$ cat src/design/decode_pkg.sv
package decode_pkg;

    typedef logic [31:0] word_t;
    typedef logic [4:0]  regaddr_t;
    typedef logic [2:0]  ma_size_t;  // funct3 of a load or store

    typedef enum logic [3:0] {
        ALU_ADD, ALU_SUB, ALU_SLL, ALU_SLT, ALU_SLTU,
        ALU_XOR, ALU_SRL, ALU_SRA, ALU_OR, ALU_AND
    } alu_mode_t;

    typedef enum logic [1:0] {MA_NONE, MA_LOAD, MA_STORE} ma_mode_t;
    typedef enum logic [1:0] {WB_ALU, WB_MEM, WB_PC4} wb_src_t;
    typedef enum logic [1:0] {OP1_ZERO, OP1_RS1, OP1_IMMU} op1_sel_t;
    typedef enum logic [2:0] {OP2_ZERO, OP2_RS2, OP2_IMMI, OP2_IMMS, OP2_PC} op2_sel_t;
    typedef enum logic [1:0] {PC_NEXT, PC_JUMP_REL, PC_JUMP_ABS, PC_BRANCH} pc_mode_t;

    typedef struct packed {
        op1_sel_t  op1_sel;
        op2_sel_t  op2_sel;
        alu_mode_t alu_mode;
        ma_mode_t  ma_mode;
        ma_size_t  ma_size;
        wb_src_t   wb_src;
        logic      wb_valid;
        logic      ra_used;
        logic      rb_used;
        pc_mode_t  pc_mode;
    } ctrl_t;

    typedef struct packed {
        regaddr_t   rs1;
        regaddr_t   rs2;
        regaddr_t   rd;
        logic [2:0] funct3;
        word_t      imm_i;
        word_t      imm_s;
        word_t      imm_b;
        word_t      imm_u;
        word_t      imm_j;
    } fields_t;

    // write-back value offered by a later stage
    typedef struct packed {
        logic     valid;
        logic     ready;  // low while a load is still in flight
        regaddr_t addr;
        word_t    data;
    } fwd_t;

    typedef struct packed {
        logic      valid;
        word_t     pc;
        word_t     ir;
        word_t     alu_op1;
        word_t     alu_op2;
        alu_mode_t alu_mode;
        ma_mode_t  ma_mode;
        ma_size_t  ma_size;
        word_t     ma_data;
        wb_src_t   wb_src;
        regaddr_t  wb_addr;
        word_t     wb_data;
        logic      wb_ready;
        logic      wb_valid;
    } issue_t;

    typedef struct packed {
        logic  valid;
        word_t addr;
    } jump_t;

    localparam issue_t NOP_ISSUE = '{
        valid: 1'b0, pc: '0, ir: '0, alu_op1: '0, alu_op2: '0,
        alu_mode: ALU_ADD, ma_mode: MA_NONE, ma_size: '0, ma_data: '0,
        wb_src: WB_ALU, wb_addr: '0, wb_data: '0, wb_ready: 1'b0, wb_valid: 1'b0
    };

    // base opcodes
    localparam logic [6:0] OPC_OP     = 7'b0110011;
    localparam logic [6:0] OPC_OP_IMM = 7'b0010011;
    localparam logic [6:0] OPC_LUI    = 7'b0110111;
    localparam logic [6:0] OPC_AUIPC  = 7'b0010111;
    localparam logic [6:0] OPC_JAL    = 7'b1101111;
    localparam logic [6:0] OPC_JALR   = 7'b1100111;
    localparam logic [6:0] OPC_BRANCH = 7'b1100011;
    localparam logic [6:0] OPC_LOAD   = 7'b0000011;
    localparam logic [6:0] OPC_STORE  = 7'b0100011;

    // alu funct3
    localparam logic [2:0] F3_ADD_SUB = 3'b000;
    localparam logic [2:0] F3_SLL     = 3'b001;
    localparam logic [2:0] F3_SLT     = 3'b010;
    localparam logic [2:0] F3_SLTU    = 3'b011;
    localparam logic [2:0] F3_XOR     = 3'b100;
    localparam logic [2:0] F3_SRL_SRA = 3'b101;
    localparam logic [2:0] F3_OR      = 3'b110;
    localparam logic [2:0] F3_AND     = 3'b111;

    // branch funct3, bit 0 inverts the condition
    localparam logic [2:0] F3_BEQ  = 3'b000;
    localparam logic [2:0] F3_BNE  = 3'b001;
    localparam logic [2:0] F3_BLT  = 3'b100;
    localparam logic [2:0] F3_BGE  = 3'b101;
    localparam logic [2:0] F3_BLTU = 3'b110;
    localparam logic [2:0] F3_BGEU = 3'b111;

endpackage
$ cat src/design/decode_stage.sv
`timescale 1ns/1ps

module decode_stage (
    input  logic              clk_i,
    input  logic              rst_n_i,
    input  logic              in_valid_i,
    input  decode_pkg::word_t pc_i,
    input  decode_pkg::word_t ir_i,
    output logic              ready_o,
    input  decode_pkg::fwd_t  ex_fwd_i,
    input  decode_pkg::fwd_t  ma_fwd_i,
    input  decode_pkg::fwd_t  wb_fwd_i,
    output decode_pkg::issue_t issue_o,
    output decode_pkg::jump_t  jump_o
);

    import decode_pkg::*;

    fields_t fields;
    ctrl_t   ctrl;
    word_t   rf_a;
    word_t   rf_b;
    word_t   ra;     // bypassed rs1
    word_t   rb;     // bypassed rs2
    word_t   pc4;
    fwd_t    id_fwd;
    logic    raw_hazard;
    logic    hazard;
    logic    squash;
    logic    active;
    issue_t  issue_d;

    // instruction after a taken jump is dropped
    assign squash = jump_o.valid;
    assign active = in_valid_i && !squash;
    assign hazard = raw_hazard && active;
    assign ready_o = !hazard;

    instr_decoder u_decoder (
        .ir_i     (ir_i),
        .fields_o (fields),
        .ctrl_o   (ctrl)
    );

    regfile u_regfile (
        .clk_i (clk_i),
        .rs1_i (fields.rs1),
        .rs2_i (fields.rs2),
        .ra_o  (rf_a),
        .rb_o  (rf_b),
        .wr_i  (wb_fwd_i)
    );

    // own issue register acts as the youngest forwarding source
    always_comb begin
        id_fwd.valid = issue_o.wb_valid;  // bubbles carry wb_valid low
        id_fwd.ready = issue_o.wb_ready;
        id_fwd.addr  = issue_o.wb_addr;
        id_fwd.data  = issue_o.wb_data;
    end

    operand_bypass u_bypass (
        .rs1_i     (fields.rs1),
        .rs2_i     (fields.rs2),
        .ra_used_i (ctrl.ra_used),
        .rb_used_i (ctrl.rb_used),
        .ra_i      (rf_a),
        .rb_i      (rf_b),
        .id_fwd_i  (id_fwd),
        .ex_fwd_i  (ex_fwd_i),
        .ma_fwd_i  (ma_fwd_i),
        .wb_fwd_i  (wb_fwd_i),
        .ra_o      (ra),
        .rb_o      (rb),
        .hazard_o  (raw_hazard)
    );

    branch_unit u_branch (
        .clk_i     (clk_i),
        .rst_n_i   (rst_n_i),
        .active_i  (active),
        .pc_mode_i (ctrl.pc_mode),
        .funct3_i  (fields.funct3),
        .pc_i      (pc_i),
        .ra_i      (ra),
        .rb_i      (rb),
        .fields_i  (fields),
        .hazard_i  (hazard),
        .jump_o    (jump_o)
    );

    assign pc4 = pc_i + 32'd4;

    always_comb begin
        issue_d.valid = 1'b1;
        issue_d.pc    = pc_i;
        issue_d.ir    = ir_i;

        unique case (ctrl.op1_sel)
            OP1_RS1:  issue_d.alu_op1 = ra;
            OP1_IMMU: issue_d.alu_op1 = fields.imm_u;
            default:  issue_d.alu_op1 = '0;
        endcase

        unique case (ctrl.op2_sel)
            OP2_RS2:  issue_d.alu_op2 = rb;
            OP2_IMMI: issue_d.alu_op2 = fields.imm_i;
            OP2_IMMS: issue_d.alu_op2 = fields.imm_s;
            OP2_PC:   issue_d.alu_op2 = pc_i;
            default:  issue_d.alu_op2 = '0;
        endcase

        issue_d.alu_mode = ctrl.alu_mode;
        issue_d.ma_mode  = ctrl.ma_mode;
        issue_d.ma_size  = ctrl.ma_size;
        issue_d.ma_data  = rb;        // store data
        issue_d.wb_src   = ctrl.wb_src;
        issue_d.wb_addr  = fields.rd;
        issue_d.wb_data  = pc4;       // link value, only final for jal/jalr
        issue_d.wb_ready = (ctrl.wb_src == WB_PC4);
        issue_d.wb_valid = ctrl.wb_valid;
    end

    pipe_reg #(.payload_t(issue_t)) u_issue_reg (
        .clk_i    (clk_i),
        .rst_n_i  (rst_n_i),
        .load_i   (active && !hazard),
        .d_i      (issue_d),
        .bubble_i (NOP_ISSUE),
        .q_o      (issue_o)
    );

endmodule

$ cat src/design/branch_unit.sv
`timescale 1ns/1ps

module branch_unit (
    input  logic                clk_i,
    input  logic                rst_n_i,
    input  logic                active_i,  // valid and not squashed
    input  decode_pkg::pc_mode_t pc_mode_i,
    input  logic [2:0]          funct3_i,
    input  decode_pkg::word_t   pc_i,
    input  decode_pkg::word_t   ra_i,
    input  decode_pkg::word_t   rb_i,
    input  decode_pkg::fields_t fields_i,
    input  logic                hazard_i,
    output decode_pkg::jump_t   jump_o
);

    import decode_pkg::*;

    logic  cond;
    logic  take;
    jump_t next_jump;

    localparam jump_t NO_JUMP = '{valid: 1'b0, addr: '0};

    always_comb begin
        unique case ({funct3_i[2:1], 1'b0})
            F3_BEQ:  cond = (ra_i == rb_i);
            F3_BLT:  cond = ($signed(ra_i) < $signed(rb_i));
            F3_BLTU: cond = (ra_i < rb_i);
            default: cond = 1'b0;
        endcase
        cond = cond ^ funct3_i[0];  // bne, bge, bgeu

        next_jump.valid = 1'b1;
        unique case (pc_mode_i)
            PC_JUMP_REL: begin
                take           = 1'b1;
                next_jump.addr = pc_i + fields_i.imm_j;
            end
            PC_JUMP_ABS: begin
                take           = !hazard_i;  // rs1 may not be ready yet
                next_jump.addr = ra_i + fields_i.imm_i;
            end
            PC_BRANCH: begin
                take           = cond && !hazard_i;
                next_jump.addr = pc_i + fields_i.imm_b;
            end
            default: begin
                take           = 1'b0;
                next_jump.addr = '0;
            end
        endcase
    end

    pipe_reg #(.payload_t(jump_t)) u_jump_reg (
        .clk_i    (clk_i),
        .rst_n_i  (rst_n_i),
        .load_i   (active_i && take),
        .d_i      (next_jump),
        .bubble_i (NO_JUMP),
        .q_o      (jump_o)
    );

endmodule

$ cat src/design/operand_bypass.sv
`timescale 1ns/1ps

module operand_bypass (
    input  decode_pkg::regaddr_t rs1_i,
    input  decode_pkg::regaddr_t rs2_i,
    input  logic                 ra_used_i,
    input  logic                 rb_used_i,
    input  decode_pkg::word_t    ra_i,
    input  decode_pkg::word_t    rb_i,
    input  decode_pkg::fwd_t     id_fwd_i,
    input  decode_pkg::fwd_t     ex_fwd_i,
    input  decode_pkg::fwd_t     ma_fwd_i,
    input  decode_pkg::fwd_t     wb_fwd_i,
    output decode_pkg::word_t    ra_o,
    output decode_pkg::word_t    rb_o,
    output logic                 hazard_o
);

    import decode_pkg::*;

    logic ra_blocked;
    logic rb_blocked;

    function automatic logic hit(input fwd_t src, input regaddr_t addr);
        hit = src.valid && src.addr == addr;
    endfunction

    // youngest producer wins
    function automatic word_t pick(input regaddr_t addr, input word_t rf_val);
        if (hit(id_fwd_i, addr)) begin
            pick = id_fwd_i.data;
        end else if (hit(ex_fwd_i, addr)) begin
            pick = ex_fwd_i.data;
        end else if (hit(ma_fwd_i, addr)) begin
            pick = ma_fwd_i.data;
        end else if (hit(wb_fwd_i, addr)) begin
            pick = wb_fwd_i.data;  // regfile write lands only at the edge
        end else begin
            pick = rf_val;
        end
    endfunction

    // value not computed yet somewhere ahead of wb
    function automatic logic pending(input regaddr_t addr);
        pending = (hit(id_fwd_i, addr) && !id_fwd_i.ready)
               || (hit(ex_fwd_i, addr) && !ex_fwd_i.ready)
               || (hit(ma_fwd_i, addr) && !ma_fwd_i.ready);
    endfunction

    always_comb begin
        ra_o       = pick(rs1_i, ra_i);
        rb_o       = pick(rs2_i, rb_i);
        ra_blocked = ra_used_i && pending(rs1_i);
        rb_blocked = rb_used_i && pending(rs2_i);
        hazard_o   = ra_blocked || rb_blocked;
    end

endmodule

$ cat src/design/instr_decoder.sv
`timescale 1ns/1ps

module instr_decoder (
    input  decode_pkg::word_t   ir_i,
    output decode_pkg::fields_t fields_o,
    output decode_pkg::ctrl_t   ctrl_o
);

    import decode_pkg::*;

    logic [6:0] opcode;
    logic [2:0] funct3;
    logic       alt;  // funct7 bit 5, selects sub and sra

    function automatic alu_mode_t alu_of(input logic [2:0] f3, input logic sub_sra);
        unique case (f3)
            F3_ADD_SUB: alu_of = sub_sra ? ALU_SUB : ALU_ADD;
            F3_SLL:     alu_of = ALU_SLL;
            F3_SLT:     alu_of = ALU_SLT;
            F3_SLTU:    alu_of = ALU_SLTU;
            F3_XOR:     alu_of = ALU_XOR;
            F3_SRL_SRA: alu_of = sub_sra ? ALU_SRA : ALU_SRL;
            F3_OR:      alu_of = ALU_OR;
            F3_AND:     alu_of = ALU_AND;
        endcase
    endfunction

    always_comb begin
        opcode = ir_i[6:0];
        funct3 = ir_i[14:12];
        alt    = ir_i[30];

        fields_o.rs1    = ir_i[19:15];
        fields_o.rs2    = ir_i[24:20];
        fields_o.rd     = ir_i[11:7];
        fields_o.funct3 = funct3;
        fields_o.imm_i  = {{20{ir_i[31]}}, ir_i[31:20]};
        fields_o.imm_s  = {{20{ir_i[31]}}, ir_i[31:25], ir_i[11:7]};
        fields_o.imm_b  = {{19{ir_i[31]}}, ir_i[31], ir_i[7], ir_i[30:25], ir_i[11:8], 1'b0};
        fields_o.imm_u  = {ir_i[31:12], 12'b0};
        fields_o.imm_j  = {{11{ir_i[31]}}, ir_i[31], ir_i[19:12], ir_i[20], ir_i[30:21], 1'b0};
    end

    always_comb begin
        // unknown opcodes fall out as a nop
        ctrl_o = '{op1_sel: OP1_ZERO, op2_sel: OP2_ZERO, alu_mode: ALU_ADD,
                   ma_mode: MA_NONE, ma_size: '0, wb_src: WB_ALU, wb_valid: 1'b0,
                   ra_used: 1'b0, rb_used: 1'b0, pc_mode: PC_NEXT};

        unique case (opcode)
            OPC_OP: begin
                ctrl_o.op1_sel  = OP1_RS1;
                ctrl_o.op2_sel  = OP2_RS2;
                ctrl_o.alu_mode = alu_of(funct3, alt);
                ctrl_o.ra_used  = 1'b1;
                ctrl_o.rb_used  = 1'b1;
                ctrl_o.wb_valid = 1'b1;
            end
            OPC_OP_IMM: begin
                ctrl_o.op1_sel  = OP1_RS1;
                ctrl_o.op2_sel  = OP2_IMMI;
                ctrl_o.alu_mode = alu_of(funct3, alt && funct3 == F3_SRL_SRA);  // no subi
                ctrl_o.ra_used  = 1'b1;
                ctrl_o.wb_valid = 1'b1;
            end
            OPC_LUI: begin
                ctrl_o.op1_sel  = OP1_IMMU;
                ctrl_o.wb_valid = 1'b1;
            end
            OPC_AUIPC: begin
                ctrl_o.op1_sel  = OP1_IMMU;
                ctrl_o.op2_sel  = OP2_PC;
                ctrl_o.wb_valid = 1'b1;
            end
            OPC_JAL: begin
                ctrl_o.wb_src   = WB_PC4;
                ctrl_o.wb_valid = 1'b1;
                ctrl_o.pc_mode  = PC_JUMP_REL;
            end
            OPC_JALR: begin
                ctrl_o.ra_used  = 1'b1;
                ctrl_o.wb_src   = WB_PC4;
                ctrl_o.wb_valid = 1'b1;
                ctrl_o.pc_mode  = PC_JUMP_ABS;
            end
            OPC_BRANCH: begin
                ctrl_o.ra_used = 1'b1;
                ctrl_o.rb_used = 1'b1;
                ctrl_o.pc_mode = PC_BRANCH;
            end
            OPC_LOAD: begin
                ctrl_o.op1_sel  = OP1_RS1;
                ctrl_o.op2_sel  = OP2_IMMI;  // address = rs1 + imm_i
                ctrl_o.ma_mode  = MA_LOAD;
                ctrl_o.ma_size  = funct3;
                ctrl_o.ra_used  = 1'b1;
                ctrl_o.wb_src   = WB_MEM;
                ctrl_o.wb_valid = 1'b1;
            end
            OPC_STORE: begin
                ctrl_o.op1_sel = OP1_RS1;
                ctrl_o.op2_sel = OP2_IMMS;
                ctrl_o.ma_mode = MA_STORE;
                ctrl_o.ma_size = funct3;
                ctrl_o.ra_used = 1'b1;
                ctrl_o.rb_used = 1'b1;  // store data
            end
            default: ;
        endcase
    end

endmodule

$ cat src/design/regfile.sv
`timescale 1ns/1ps

module regfile (
    input  logic                clk_i,
    input  decode_pkg::regaddr_t rs1_i,
    input  decode_pkg::regaddr_t rs2_i,
    output decode_pkg::word_t    ra_o,
    output decode_pkg::word_t    rb_o,
    input  decode_pkg::fwd_t     wr_i
);

    import decode_pkg::*;

    word_t regs [1:31];  // x0 has no storage

    // reads are asynchronous, old value during a write cycle
    always_comb begin
        ra_o = (rs1_i == '0) ? '0 : regs[rs1_i];
        rb_o = (rs2_i == '0) ? '0 : regs[rs2_i];
    end

    always_ff @(posedge clk_i) begin
        if (wr_i.valid && wr_i.addr != '0) begin
            regs[wr_i.addr] <= wr_i.data;  // ready is not looked at here
        end
    end

endmodule

$ cat src/design/pipe_reg.sv
`timescale 1ns/1ps

module pipe_reg #(
    parameter type payload_t = logic
) (
    input  logic     clk_i,
    input  logic     rst_n_i,
    input  logic     load_i,
    input  payload_t d_i,
    input  payload_t bubble_i,
    output payload_t q_o
);

    // bubble on reset or whenever nothing is loaded
    always_ff @(posedge clk_i) begin
        if (!rst_n_i) begin
            q_o <= bubble_i;
        end else if (load_i) begin
            q_o <= d_i;
        end else begin
            q_o <= bubble_i;
        end
    end

endmodule

$ cat config.mk
export PLATFORM = sky130hd
export DESIGN_NAME = decode_stage
export DESIGN_NICKNAME = d
export VERILOG_FILES = /design/src/design/decode_pkg.sv /design/src/design/decode_stage.sv /design/src/design/branch_unit.sv /design/src/design/operand_bypass.sv /design/src/design/instr_decoder.sv /design/src/design/regfile.sv /design/src/design/pipe_reg.sv
export SDC_FILE = /design/constraint.sdc
export NUM_CORES = 2
export LEC_CHECK = 0
export ABC_CLOCK_PERIOD_IN_PS = 14450
export BUFFER_PORTS_ARGS = -buffer_cell sky130_fd_sc_hd__buf_4
export CELL_PAD_IN_SITES_DETAIL_PLACEMENT = 2
export CELL_PAD_IN_SITES_GLOBAL_PLACEMENT = 2
export CORE_MARGIN = 5
export CORE_UTILIZATION = 30
export CTS_CLUSTER_SIZE = 12
export DETAILED_ROUTE_END_ITERATION = 16
export HOLD_SLACK_MARGIN = 0.08
export PLACE_DENSITY = 0.57
export SKIP_CTS_REPAIR_TIMING = 1
export SLEW_MARGIN = 20
export SYNTH_ARGS = -nofsm -noshare
export SYNTH_HDL_FRONTEND = slang
export SYNTH_SLANG_ARGS = --single-unit
$ cat constraint.sdc
create_clock -name clk_i -period 14.45 [get_ports clk_i]
set_clock_uncertainty 0.2 [all_clocks]
set_input_delay 1.445 -clock clk_i [delete_from_list [all_inputs] [get_ports clk_i]]
set_output_delay 1.445 -clock clk_i [all_outputs]
set_load 0.02 [all_outputs]
==> results_dict.tcl <==
set metrics [dict create \
    fin_crit_sh 0.5751 \
    drc 0 \
    antenna_left 0 \
    dieArea_um2 210000 \
    antenna_found_initial 31 \
    drv_slew 0 \
    synth_cells 4012 \
    startpoint "ir_i[15]" \
    yosysSeqAreaShare 0.5728 \
    holdWs_ns 0.4977 \
    fmax_ghz 0.1203 \
    rsz0062_at_grt "false" \
    clk_pin_slew_ns 0.06 \
    crit-reg2reg-launch "u_regfile.regs[23][24]" \
    start_kind "primary input" \
    yosysTopAreaCell "edfxtp_1" \
    path_buf_inv 5 \
    synth_ff_type "edfxtp_1" \
    first_global_vias 42960 \
    cts_tree "yes" \
    crit_type "primary input to register" \
    place_inst 6900 \
    avgViaCountPerCell 5.673 \
    grt_use_total 0.2447 \
    synthDistinctLibCells 73 \
    die_x_um 458.3 \
    finalHoldViolations 0 \
    clock-root-buffer "clkbuf_16" \
    placementRows 164 \
    synth_top_area_frac 0.4941 \
    cp_slowest_cell "buf_4" \
    synthesis.area_um2 60290 \
    synth_most_common_cell "edfxtp_1" \
    hp-start "u_issue_reg.q_o[23]" \
    chipHeight_um 458.3 \
    initial_core_util 0.3017 \
    synth_common_cells "edfxtp_1 (992), mux4_2 (541), nor2_1 (320), a21oi_1 (250), dfxtp_1 (237)" \
    async_reset_ff_frac 0 \
    cp.depth 24 \
    routed_wl_um 262800 \
    insertion_delay_ns 0.81 \
    period_needed_ns 8.310 \
    yosys_register_bits 1229 \
    critPathMaxStageDelay_ns 0.75 \
    final_nets 4676 \
    r2r_cells 22 \
    pre_cts_ws_ns 5.396 \
    setup_tns_ns 0 \
    cp_cell_sequence "buf_8 > buf_4 > buf_4 > mux4_2 > mux4_2 > mux2i_1 > o211ai_1 > o21ai_0 > nor2_1 > a21oi_1 > a21oi_1 > ha_1 > a211oi_1 > o21bai_1 > a2111oi_0 > o211ai_1 > a21oi_1 > a21oi_1 > o221a_2 > nand2_1 > buf_4 > inv_1 > nand4_1 > o31ai_1" \
    crit_fanout 34 \
    grt_max_degree 131 \
    via_count 40810 \
    ys.warnings.count 0 \
    critPathMostFrequentCell "a21oi_1" \
    drive_above_1_share 0.2972 \
    hp-class "register to register" \
    grt_pass1_wl_um 360900 \
    routabilityCongestion 0.8734 \
    synth-edff-count 992 \
    clockBufferDepth 3 \
    numClockSinks 1229 \
    dr.pass1.iters 6 \
    setup_slack_ns 6.140 \
    worstMarginPinSlew_ns 1.142 \
    p_per_area_nw_per_um2 123.8 \
    synth_nets 4294 \
    syn_to_final_growth_pct 18.62 \
    outcome "finished clean" \
    cp-endpoint "u_branch.u_jump_reg.q_o[31]" \
    wire_per_inst_um 36.53 \
    irDropWorstVdd_v 0.0001238 \
    synthTopCellsByArea "edfxtp_1 (49%), mux4_2 (20%), dfxtp_1 (7.9%)" \
    place.port_buffers 427 \
    power_leakage_nw 24.69 \
    synth.avg_cell_area_um2 15.03 \
    critPathRequiredTime_ns 14.88 \
    final_util 0.3578 \
    dp_hpwl_um 172600 \
    cts_buffers 147 \
    regToRegSetupSlack_ns 8.16 \
    max_slew_margin 0.2342 \
    core_um2 199900 \
    grt_overflow_total 0 \
    h-tree-depth 4 \
    ioPinCount 429 \
    finalSetupViolCount 0 \
    critical_path.top_delay_family "compound AO/OA/AOI/OAI gates" \
    r2r_end "u_branch.u_jump_reg.q_o[31]" \
    final_cells 7194 \
    drtIter0Drc 3449 \
    cp.arrival_ns 8.74 \
    drv_cap 0 \
    critPathCaptureType "register" \
]
==> logic make-up after synthesis <==
logic type | after synthesis | share of synthesized area
compound gates | 715 | 0.07575
buf+inv | 338 | 0.02540
flops | 1229 | 0.5728
xor+xnor | 114 | 0.01656
mux | 671 | 0.2237
fa+ha+maj | 98 | 0.02059
simple gates | 847 | 0.06523
==> where the power goes <==
group / total [mW] / leakage (nW) / internal [mW] / switching [mW]
combinational: 1.22 / 11.5 / 0.454 / 0.766
clock: 3.74 / 2.32 / 2.16 / 1.58
sequential: 3.90 / 10.9 / 3.87 / 0.0284
==> routing by layer <==
layer	routed length (um)	GRT usage	vias up
met5	29	0	-
met4	12810	0.1078	6
met3	11670	0.03167	336
met2	129100	0.4138	1307
met1	109200	0.3161	22370
li1	-	-	16800
==> layout make-up <==
cell class | count | area, um^2
timing repair buffer | 526 | 4085
multi-input combinational | 2445 | 24550
inverter | 45 | 170.2
clock buffer | 195 | 3996
clock inverter | 75 | 799.5
fill | 20040 | 128300
sequential | 1229 | 34530
tap | 2656 | 3323
antenna | 23 | 57.56
==> layout by cell type, fill, tap and decap left out, types with 29 or more instances in the layout <==
cell / instances
ha_1: 96
nand2b_1: 37
a211oi_1: 61
o21ai_0: 104
o22ai_1: 35
nor2_1: 287
dfxtp_1: 237
clkinv_1: 29
edfxtp_1: 992
xnor2_1: 49
nor2_4: 31
xor2_1: 65
and2_1: 113
buf_4: 510
nand2_1: 210
nand3_1: 43
clkbuf_16: 152
inv_1: 41
mux4_2: 541
clkbuf_1: 39
a21o_1: 64
a21oi_1: 250
mux2i_1: 128
==> metrics by stage <==
stage,power [mW],instance area (um^2)
floorplan,4.651,60290
global placement,5.176,66640
detailed placement,5.192,66650
CTS,8.942,71440
global route,9.157,71500
finish,8.857,71520
==> worst min path at each step <==
stage	end	slack, ns	depth (start not counted)
floorplan	u_issue_reg.q_o[47]	0.48	2
global placement	u_issue_reg.q_o[62]	0.49	2
detailed placement	u_issue_reg.q_o[62]	0.46	2
CTS	u_issue_reg.q_o[62]	0.49	2
global route	u_issue_reg.q_o[40]	0.54	2
finish	u_issue_reg.q_o[62]	0.50	2
==> state kept, by name (all words and copies together), names as in the netlist <==
signal	cells
u_branch.u_jump_reg.q_o	33
u_issue_reg.q_o	204
u_regfile.regs	992
==> worst min-delay path, stage by stage (launching register included) <==
cell and delay [ns]:
dfxtp_1 0.35, o22ai_1 0.18, nor2_1 0.13
No activity file was read; power rests on OpenSTA's default activity.
